===== config.mk =====
export PLATFORM = sky130hd
export DESIGN_NAME = icache_top
export DESIGN_NICKNAME = d
export VERILOG_FILES = /design/src/logic/bus_pkg.sv /design/src/logic/cache_pkg.sv /design/src/logic/icache_data_store.sv /design/src/logic/icache_tag_store.sv /design/src/logic/icache_top.sv /design/src/logic/instr_cache.sv /design/src/logic/line_fill_port.sv
export VERILOG_INCLUDE_DIRS = /design/src /design/src/logic
export SDC_FILE = /design/constraint.sdc
export NUM_CORES = 1
export LEC_CHECK = 0
export ABC_AREA = 1
export BUFFER_PORTS_ARGS = -buffer_cell sky130_fd_sc_hd__clkbuf_2
export CAP_MARGIN = 20
export CORE_ASPECT_RATIO = 0.6
export CORE_MARGIN = 2
export CORE_UTILIZATION = 40
export CTS_CLUSTER_SIZE = 30
export DETAILED_ROUTE_END_ITERATION = 7
export GPL_TIMING_DRIVEN = 1
export PLACE_DENSITY = 0.65
export SETUP_SLACK_MARGIN = 0.05
export SYNTH_ARGS = -nofsm -noshare
export SYNTH_HDL_FRONTEND = slang
export SYNTH_SLANG_ARGS = --single-unit

===== constraint.sdc =====
create_clock -name clk -period 23.6 [get_ports clk]
set_input_delay 3.54 -clock clk [delete_from_list [all_inputs] [get_ports clk]]
set_output_delay 3.54 -clock clk [all_outputs]
set_load 0.02 [all_outputs]

===== src/logic/icache_consts.svh =====
`ifndef ICACHE_CONSTS_SVH
`define ICACHE_CONSTS_SVH

// instruction word and address width
`define ICACHE_WORD_BITS 16

// words per cache line
`define ICACHE_BLOCK_WORDS 4

// address split, tag | index | offset
`define ICACHE_OFFSET_BITS 2
`define ICACHE_INDEX_BITS 1
`define ICACHE_TAG_BITS 13

// sets per way
`define ICACHE_SETS 2

`endif


===== src/logic/bus_pkg.sv =====
`include "icache_consts.svh"

package bus_pkg;

    // one instruction word, also used for addresses
    typedef logic [`ICACHE_WORD_BITS-1:0] word_t;

    // full line, word 0 sits in the low bits
    typedef logic [`ICACHE_BLOCK_WORDS*`ICACHE_WORD_BITS-1:0] line_t;

endpackage


===== src/logic/cache_pkg.sv =====
`include "icache_consts.svh"

package cache_pkg;

    typedef logic [`ICACHE_TAG_BITS-1:0] tag_t;
    typedef logic [`ICACHE_INDEX_BITS-1:0] set_idx_t;
    typedef logic [`ICACHE_OFFSET_BITS-1:0] word_off_t;

    // entry layout is {recent, valid, tag}
    typedef logic [`ICACHE_TAG_BITS+1:0] tag_entry_t;

    // cache controller states
    typedef enum logic {
        CHECK,
        ALLOCATE
    } fill_state_t;

endpackage


===== src/logic/icache_data_store.sv =====
`timescale 1ns/100ps
`include "icache_consts.svh"

module icache_data_store (
    input  logic                clk,
    input  cache_pkg::set_idx_t index,
    input  logic                write_en_way1,
    input  logic                write_en_way2,
    input  bus_pkg::line_t      write_line,
    output bus_pkg::line_t      read_way1,
    output bus_pkg::line_t      read_way2
);

    import bus_pkg::*;

    line_t way1_mem [`ICACHE_SETS];
    line_t way2_mem [`ICACHE_SETS];

    assign read_way1 = way1_mem[index];
    assign read_way2 = way2_mem[index];

    // only the victim way takes the fetched line
    always_ff @(posedge clk) begin
        if (write_en_way1) begin
            way1_mem[index] <= write_line;
        end
        if (write_en_way2) begin
            way2_mem[index] <= write_line;
        end
    end

endmodule


===== src/logic/icache_tag_store.sv =====
`timescale 1ns/100ps
`include "icache_consts.svh"

module icache_tag_store (
    input  logic                  clk,
    input  logic                  reset_n,
    input  cache_pkg::set_idx_t   index,
    input  logic                  write_en,
    input  cache_pkg::tag_entry_t write_way1,
    input  cache_pkg::tag_entry_t write_way2,
    output cache_pkg::tag_entry_t read_way1,
    output cache_pkg::tag_entry_t read_way2
);

    import cache_pkg::*;

    tag_entry_t way1_mem [`ICACHE_SETS];
    tag_entry_t way2_mem [`ICACHE_SETS];

    // read is combinational so the hit check fits in one cycle
    assign read_way1 = way1_mem[index];
    assign read_way2 = way2_mem[index];

    always_ff @(posedge clk) begin
        if (!reset_n) begin
            // clears valid and recent bits of every set
            for (int i = 0; i < `ICACHE_SETS; i++) begin
                way1_mem[i] <= '0;
                way2_mem[i] <= '0;
            end
        end else if (write_en) begin
            // both ways written together, recent bits move as a pair
            way1_mem[index] <= write_way1;
            way2_mem[index] <= write_way2;
        end
    end

endmodule


===== src/logic/icache_top.sv =====
`timescale 1ns/100ps

module icache_top (
    input  logic           clk,
    input  logic           reset_n,
    input  logic           cpu_valid,
    input  bus_pkg::word_t cpu_addr,
    output logic           cpu_ready,
    output bus_pkg::word_t cpu_data,
    output logic           mem_req,
    output bus_pkg::word_t mem_addr,
    input  logic           mem_ack,
    input  bus_pkg::line_t mem_line
);

    import bus_pkg::*;

    // cache to fill port
    logic  fill_start;
    word_t fill_addr;
    logic  fill_done;
    line_t fill_line;

    instr_cache u_cache (
        .clk        (clk),
        .reset_n    (reset_n),
        .cpu_valid  (cpu_valid),
        .cpu_addr   (cpu_addr),
        .cpu_ready  (cpu_ready),
        .cpu_data   (cpu_data),
        .fill_start (fill_start),
        .fill_addr  (fill_addr),
        .fill_done  (fill_done),
        .fill_line  (fill_line)
    );

    line_fill_port u_fill_port (
        .clk        (clk),
        .reset_n    (reset_n),
        .fill_start (fill_start),
        .fill_addr  (fill_addr),
        .fill_done  (fill_done),
        .fill_line  (fill_line),
        .mem_req    (mem_req),
        .mem_addr   (mem_addr),
        .mem_ack    (mem_ack),
        .mem_line   (mem_line)
    );

endmodule


===== src/logic/instr_cache.sv =====
`timescale 1ns/100ps
`include "icache_consts.svh"

module instr_cache (
    input  logic           clk,
    input  logic           reset_n,
    input  logic           cpu_valid,
    input  bus_pkg::word_t cpu_addr,
    output logic           cpu_ready,
    output bus_pkg::word_t cpu_data,
    output logic           fill_start,
    output bus_pkg::word_t fill_addr,
    input  logic           fill_done,
    input  bus_pkg::line_t fill_line
);

    import bus_pkg::*;
    import cache_pkg::*;

    fill_state_t state;
    fill_state_t state_next;

    tag_t      addr_tag;
    set_idx_t  addr_index;
    word_off_t addr_off;

    tag_entry_t tag_rd_way1;
    tag_entry_t tag_rd_way2;
    tag_entry_t tag_wr_way1;
    tag_entry_t tag_wr_way2;
    logic       tag_we;

    line_t line_rd_way1;
    line_t line_rd_way2;
    logic  line_we_way1;
    logic  line_we_way2;

    tag_t way1_tag;
    tag_t way2_tag;
    logic way1_valid;
    logic way2_valid;
    logic way1_recent;
    logic way2_recent;

    logic  hit_way1;
    logic  hit_way2;
    logic  cache_hit;
    logic  victim_way2;
    logic  victim_way2_q;
    word_t word_way1;
    word_t word_way2;

    assign addr_tag   = cpu_addr[`ICACHE_WORD_BITS-1 -: `ICACHE_TAG_BITS];
    assign addr_index = cpu_addr[`ICACHE_OFFSET_BITS +: `ICACHE_INDEX_BITS];
    assign addr_off   = cpu_addr[`ICACHE_OFFSET_BITS-1:0];

    assign {way1_recent, way1_valid, way1_tag} = tag_rd_way1;
    assign {way2_recent, way2_valid, way2_tag} = tag_rd_way2;

    assign hit_way1  = way1_valid && (way1_tag == addr_tag);
    assign hit_way2  = way2_valid && (way2_tag == addr_tag);
    assign cache_hit = hit_way1 || hit_way2;

    // way 1 unless way 1 was the last one used
    assign victim_way2 = way1_recent;

    assign word_way1 = line_rd_way1[addr_off*`ICACHE_WORD_BITS +: `ICACHE_WORD_BITS];
    assign word_way2 = line_rd_way2[addr_off*`ICACHE_WORD_BITS +: `ICACHE_WORD_BITS];
    assign cpu_data  = hit_way1 ? word_way1 : word_way2;

    // line base for the fill
    assign fill_addr = {cpu_addr[`ICACHE_WORD_BITS-1:`ICACHE_OFFSET_BITS],
                        {`ICACHE_OFFSET_BITS{1'b0}}};

    always_comb begin
        state_next   = state;
        cpu_ready    = 1'b0;
        fill_start   = 1'b0;
        tag_we       = 1'b0;
        tag_wr_way1  = tag_rd_way1;
        tag_wr_way2  = tag_rd_way2;
        line_we_way1 = 1'b0;
        line_we_way2 = 1'b0;
        case (state)
            CHECK: begin
                if (cpu_valid) begin
                    tag_we = 1'b1;
                    if (cache_hit) begin
                        // zero-latency hit, just move the recent bit
                        cpu_ready   = 1'b1;
                        tag_wr_way1 = {hit_way1, way1_valid, way1_tag};
                        tag_wr_way2 = {!hit_way1, way2_valid, way2_tag};
                    end else begin
                        // new tag goes in now, data follows on fill_done
                        fill_start = 1'b1;
                        state_next = ALLOCATE;
                        if (victim_way2) begin
                            tag_wr_way1 = {1'b0, way1_valid, way1_tag};
                            tag_wr_way2 = {1'b1, 1'b1, addr_tag};
                        end else begin
                            tag_wr_way1 = {1'b1, 1'b1, addr_tag};
                            tag_wr_way2 = {1'b0, way2_valid, way2_tag};
                        end
                    end
                end
            end
            ALLOCATE: begin
                if (fill_done) begin
                    line_we_way1 = !victim_way2_q;
                    line_we_way2 = victim_way2_q;
                    state_next   = CHECK;
                end
            end
            default: state_next = CHECK;
        endcase
    end

    always_ff @(posedge clk) begin
        if (!reset_n) begin
            state         <= CHECK;
            victim_way2_q <= 1'b0;
        end else begin
            state <= state_next;
            // recent bits change at the miss edge, so keep the choice
            if (fill_start) begin
                victim_way2_q <= victim_way2;
            end
        end
    end

    icache_tag_store u_tag_store (
        .clk        (clk),
        .reset_n    (reset_n),
        .index      (addr_index),
        .write_en   (tag_we),
        .write_way1 (tag_wr_way1),
        .write_way2 (tag_wr_way2),
        .read_way1  (tag_rd_way1),
        .read_way2  (tag_rd_way2)
    );

    icache_data_store u_data_store (
        .clk           (clk),
        .index         (addr_index),
        .write_en_way1 (line_we_way1),
        .write_en_way2 (line_we_way2),
        .write_line    (fill_line),
        .read_way1     (line_rd_way1),
        .read_way2     (line_rd_way2)
    );

endmodule


===== src/logic/line_fill_port.sv =====
`timescale 1ns/100ps

module line_fill_port (
    input  logic           clk,
    input  logic           reset_n,
    input  logic           fill_start,
    input  bus_pkg::word_t fill_addr,
    output logic           fill_done,
    output bus_pkg::line_t fill_line,
    output logic           mem_req,
    output bus_pkg::word_t mem_addr,
    input  logic           mem_ack,
    input  bus_pkg::line_t mem_line
);

    import bus_pkg::*;

    typedef enum logic [1:0] {
        FILL_IDLE,
        FILL_REQ,
        FILL_RELEASE
    } port_state_t;

    port_state_t state;
    word_t       addr_q;
    line_t       line_q;

    assign mem_req   = (state == FILL_REQ);
    assign mem_addr  = addr_q;
    assign fill_line = line_q;

    always_ff @(posedge clk) begin
        if (!reset_n) begin
            state     <= FILL_IDLE;
            fill_done <= 1'b0;
        end else begin
            // done pulse once memory has let go of ack
            fill_done <= (state == FILL_RELEASE) && !mem_ack;
            case (state)
                FILL_IDLE:    if (fill_start) state <= FILL_REQ;
                FILL_REQ:     if (mem_ack) state <= FILL_RELEASE;
                FILL_RELEASE: if (!mem_ack) state <= FILL_IDLE;
                default:      state <= FILL_IDLE;
            endcase
        end
    end

    // address and line payload
    always_ff @(posedge clk) begin
        if (state == FILL_IDLE && fill_start) begin
            addr_q <= fill_addr;
        end
        if (state == FILL_REQ && mem_ack) begin
            line_q <= mem_line;
        end
    end

endmodule


==> Word level (Yosys, flattened, before mapping) <==
Memories as Yosys holds them, arrays and structs flattened.
Index checks and enable logic that the tools add are counted.
{ "word_totals": {"regBits": 83, "ramBits": 316, "inputBits": 84, "output_inout_bits": 34, "elab_cells": 74, "mem_count": 4} }
{ "classes": {"n_eq_ne": 7, "shift": 2, "n_mux": 41, "n_bitwise": 1, "n_reduce_logical": 13} }
{ "mem_list": {"columns": ["memory", "words", "word_bits", "rd", "rd_clocked_by_memory_dff", "write_ports", "line_no", "source"], "rows": [
  ["u_cache.u_data_store.way1_mem", 2, 64, 1, 0, 1, "icache_data_store.sv:16", "line_t way1_mem [`ICACHE_SETS];"],
  ["u_cache.u_data_store.way2_mem", 2, 64, 1, 0, 1, "icache_data_store.sv:17", "line_t way2_mem [`ICACHE_SETS];"],
  ["u_cache.u_tag_store.way1_mem", 2, 15, 1, 0, 2, "icache_tag_store.sv:17", "tag_entry_t way1_mem [`ICACHE_SETS];"],
  ["u_cache.u_tag_store.way2_mem", 2, 15, 1, 0, 2, "icache_tag_store.sv:18", "tag_entry_t way2_mem [`ICACHE_SETS];"]
]} }
{ "ops": {"columns": ["cell", "n"], "rows": [
  ["$mux W15", 10],
  ["$shiftx A64 B7 Y16", 2],
  ["$reduce_or A15 Y1", 2],
  ["$eq A13 B13 Y1", 2],
  ["$mux W1", 25],
  ["$mux W16", 1],
  ["$mux W2", 3],
  ["$pmux W2 S3", 1],
  ["$logic_and A1 B1 Y1", 5],
  ["$ne A2 B1 Y1 const B", 2],
  ["$logic_not A1 Y1", 3],
  ["$reduce_and A3 Y1", 1],
  ["$eq A2 B1 Y1 const B", 1],
  ["$eq A2 B2 Y1 const B", 1],
  ["$logic_not A2 Y1", 1],
  ["$ne A2 B2 Y1 const B", 1],
  ["$pmux W1 S2", 1],
  ["$logic_or A1 B1 Y1", 1],
  ["$not A1 Y1", 1]
]} }

==> Logic depth before layout (Yosys ltp) <==
An unclocked memory read counts as a cell.
{ "logic_depth": {"depth_word": 9, "mapped_depth": 18, "ltp_nobuf": 14} }

==> Modules after synthesis <==
From an unflattened synthesis, not the netlist that was laid out.
{ "hier_totals": {"hier_cells": 1690, "hier_area_um2": 17405.4} }
{ "by_module_without_submodules": {"columns": ["mod", "instances", "cells_per_inst", "area_per_inst_um2", "seq_area_each_um2"], "rows": [
  ["icache_data_store", 1, 678, 9411.5, 7687.4],
  ["instr_cache", 1, 656, 2904.0, 40.0],
  ["icache_tag_store", 1, 257, 2558.7, 1801.7],
  ["line_fill_port", 1, 99, 2531.2, 2462.4]
]} }

==> Least setup slack after synthesis <==
No wires, ideal clock.
{ "synth_timing": {"kind": "input-to-reg", "startpoint": "input cpu_addr[2]", "endpoint": "memory u_cache.u_data_store.way1_mem[0][0] (netlist bit) (enable)", "setup_time_ns": 0.644, "arrival_ns": 10.463, "required_time_ns": 22.956, "slack_ns": 12.492, "stages": 6, "n_path_buf": 5, "path_cell_list": "buf_4 buf_6 buf_6 buf_2 buf_2 nor4_1"} }
{ "synth_lines": {"columns": ["element", "line_no", "source"], "rows": [
  ["from (decl)", "icache_top.sv:7", "input bus_pkg::word_t cpu_addr,"],
  ["to (decl)", "icache_data_store.sv:16", null]
]} }
Straight into the memory's write port.

==> Final worst setup path <==
{ "layout_timing": {"startpoint": "input cpu_addr[2]", "endpoint": "output cpu_data[4]"} }
{ "layout_between": {"elab_chain_cells": 4, "elab_cells_between_ends": 8, "classes_between": "eq/ne: 1; shift: 2; mux: 1; reduce/logical: 1; memory: 3"} }
{ "layout_rtl": {"columns": ["element", "line_no", "source"], "rows": [
  ["branches (longest 3 deep; another with $mem_v2 Z2 W64)", null, null],
  ["$mux W16 *", "instr_cache.sv:69", "assign cpu_data = hit_way1 ? word_way1 : word_way2;"],
  ["to (decl)", "icache_top.sv:9", "output bus_pkg::word_t cpu_data,"]
]} }
Mark *: on every way between the ends.

==> out/results.txt <==
Sw frac - 22.31%
Period utilization - 46.74%
Clock share of power - 41.1%
# rows - 57
CTS max path bufs - 3
Pwr/cell area - 79.62 nW/um^2
CP arrival - 7.49 ns
# port buffers - 115
Hold Slack - 0.4858 ns
Worst EP required - 20.06 ns
Worst-margin pin slew - 1.043 ns
Post-CTS Setup Bufs - 0
Max rail drop VDD - 0.04715 mV
Layout area overhead - 13.98%
Slew Limit Fails - 0
Power share of the combinational group - 6.4%
Slew HR - 30.50%
CTS root buffer - clkbuf_16
GRT overflow - 0
Vias per inst - 5.160
R2R Path End - u_fill_port.mem_addr[7]
Placed cell count - 1,954
Crit path time final - 11.03 ns
DRT Pass-1 Iters - 5
Core Footprint - 40,790 um^2
Share of the synthesized area in the top cell type - 70.66%
Yosys cell types - 29
GRT Overall Usage - 18.67%
Chip width - 267.5 um
Fmax - 90.66 MHz
Sequential area share after synthesis - 71.26%
Crit path kind - in2out
Post-DP HPWL - 24,830 um
Initial cell density of the core - 40.84%
H-Tree Depth - 2
Outcome - completed
WL/cell - 19.81 um
Worst skew pair latency - 0.55 ns
CP Capture Type - output port
DR iter-0 viols - 1,236
First-pass GRT wire length - 60,750 um
Max-cap violations - 0
Min-Delay Startpoint - u_cache.state
Count of final setup violators - 0
Sink Count - 397
I/O Pins - 118
R2r worst-path depth - 11
Final hold violation count - 0
Hold buffers post-CTS - 0
Total power - 1.512 mW
Avg Cell Area, Syn - 12.52 um^2
Hold Path Class - reg2reg
Die height - 162.1 um
Vias in the first global route - 9,627
Leakage - 7.530 nW
RSZ-0062 raised after global routing - false
Flop pwr share - 52.5%
Synthesized area - 16,660 um^2
CTS tree - done
Synth area leaders - edfxtp_1 (71%), nand2_1 (8.0%), mux2i_1 (7.7%)
Yosys warns - 0
Largest net degree at the start of global routing - 69
Gpl congestion - 0.8376
Fin nets - 1,519
DR vias - 10.44k
Final Instance Count excl. Fillers - 2,023
Routed Antenna Nets - 0
Max Fanout on Critical Path - 68
CP Launch Type - input port
Finished Cell Area - 18,990 um^2
Initial antenna violation count - 0
Largest area contributor in the netlist - edfxtp_1
Hold worst-path end - u_cache.state
Pint - 1.174 mW
Residual DRC - 0
Share of cells above drive strength 1 - 14.16%
Clk slew on worst S/H paths - 0.06 ns
Die Footprint - 43,350 um^2
Gate Count Post-Synth - 1,331
Clock skew - 0.02165 ns
Post-Route WL - 40,070 um
CTS buffer count - 38
Final setup TNS - 0 ns
Post_cts resized - 0
NetSw - 337.2 uW
Area post-placement - 17,720 um^2
FF+latch count, synth - 397
Worst flop-to-flop path startpoint - u_cache.u_tag_store.way1_mem[0][2]
Hold Path Stages - 2
Flop2flop setup slack - 19.57 ns
==> synthesized netlist by cell type <==
library cell  instances
clkbuf_1             19
dfxtp_1               5
o211ai_1              1
edfxtp_1            392
buf_1                 3
or2_1                 1
buf_6                 8
nand4_2               2
nand3b_1              1
o21ai_1               2
a21oi_1               9
nand4_1              16
o21ai_0               3
o211ai_2              1
inv_4                 1
nor4_1                2
mux2i_1             128
inv_1                70
nor3_1                1
nand3_1             181
nand2_1             357
nand2_2               3
buf_4                 9
a211oi_1              1
nor2_2                3
conb_1                1
inv_2                 1
buf_2                31
nor2_1               79
==> per-layer routing <==
layer / wire (um) / share of wire (%) / GRT usage [%] / vias up
met5: 0 / 0 / 0 / -
met4: 588 / 1.5 / 4.139 / 0
met3: 3531 / 8.8 / 3.896 / 44
met2: 16280 / 41 / 24.66 / 430
met1: 19670 / 49 / 30.85 / 5073
li1: - / - / - / 4892
==> through the flow <==
| stage | worst slack (ns) | utilization [%] |
|---|---|---|
| 2_1_floorplan | 12.49 | - |
| 3_3_place_gp | 12.65 | 43.45 |
| 3_5_place_dp | 12.60 | 43.45 |
| 4_1_cts | 12.57 | 46.52 |
| 5_1_grt | 12.18 | 46.54 |
| 6_report | 12.57 | 46.54 |
==> logic make-up (layout without fill, tap and decap cells) <==
logic type	after synthesis	count (layout)	share of synthesized area [%]
compound gates	17	17	0.5858
buf+inv	142	272	4.011
flops	397	397	71.26
mux	128	128	7.691
other cells	1	3	0.02251
simple gates	646	646	16.43
==> layout make-up <==
cell class,count,area (um^2)
sequential,397,11870
clock buffer,42,987.2
inverter,72,272.8
timing repair buffer,133,719.4
tap,560,700.7
fill,3631,21810
antenna,1,2.502
clock inverter,25,265.3
multi-input combinational,793,4168
==> power by group through the flow <==
stage / clock network (mW) / registers (mW) / logic, mW
after floorplan: 0 / 0.808 / 0.0616
after global placement: 0 / 0.808 / 0.0955
after detailed placement: 0 / 0.808 / 0.0965
after CTS: 0.634 / 0.793 / 0.0969
after global routing: 0.664 / 0.794 / 0.107
final: 0.621 / 0.793 / 0.0972
==> worst max path at each step <==
stage	start	end	depth (start not counted)
detailed placement	cpu_addr[2]	cpu_data[4]	17
global route	cpu_addr[2]	cpu_data[9]	17
finish	cpu_addr[2]	cpu_data[4]	17
global placement	cpu_addr[2]	cpu_data[4]	17
CTS	cpu_addr[2]	cpu_data[0]	17
floorplan	cpu_addr[2]	u_cache.u_data_store.way1_mem[0][0]	6
==> worst max-delay path, cell delays in order <==
cell and delay, ns:
clkbuf_8 0.41, buf_4 0.85, nand2_1 0.19, nand3_1 0.13
nand2_1 0.11, nor2_1 0.12, nand2_1 0.08, nor2_4 0.08
buf_4 0.60, nand2_2 0.08, buf_4 0.38, nand2_1 0.14
nand3_1 0.16, nand2_1 0.12, nand2_1 0.05, nand2_1 0.11
clkbuf_2 0.18
==> sequential cells by signal, summed over array words and instances, names as in the netlist <==
signal and flops:
u_cache.u_data_store.way2_mem 128, u_cache.u_tag_store.way1_mem 30, u_fill_port.mem_addr 14, u_fill_port.state 2, u_fill_port.fill_done 1, u_cache.victim_way2_q 1, u_fill_port.fill_line 64, u_cache.u_data_store.way1_mem 128
u_cache.state 1, u_cache.u_tag_store.way2_mem 28
==> placed cells by master, fill, tap and decap left out, types with 2 or more instances in the layout <==
cell type,count
dfxtp_1,5
nand4_2,2
a21oi_1,9
o21ai_0,3
clkinv_2,11
clkbuf_1,3
clkbuf_16,39
buf_4,18
clkinv_1,6
nand2_2,3
conb_1,2
nor2_4,5
nor2_1,76
inv_1,70
nand2_1,357
nand4_1,16
clkbuf_2,114
o21ai_1,2
mux2i_1,128
bufinv_16,5
nand3_1,181
edfxtp_1,392
nor4_2,2
Note: power is estimated with default switching activity, not from simulation.
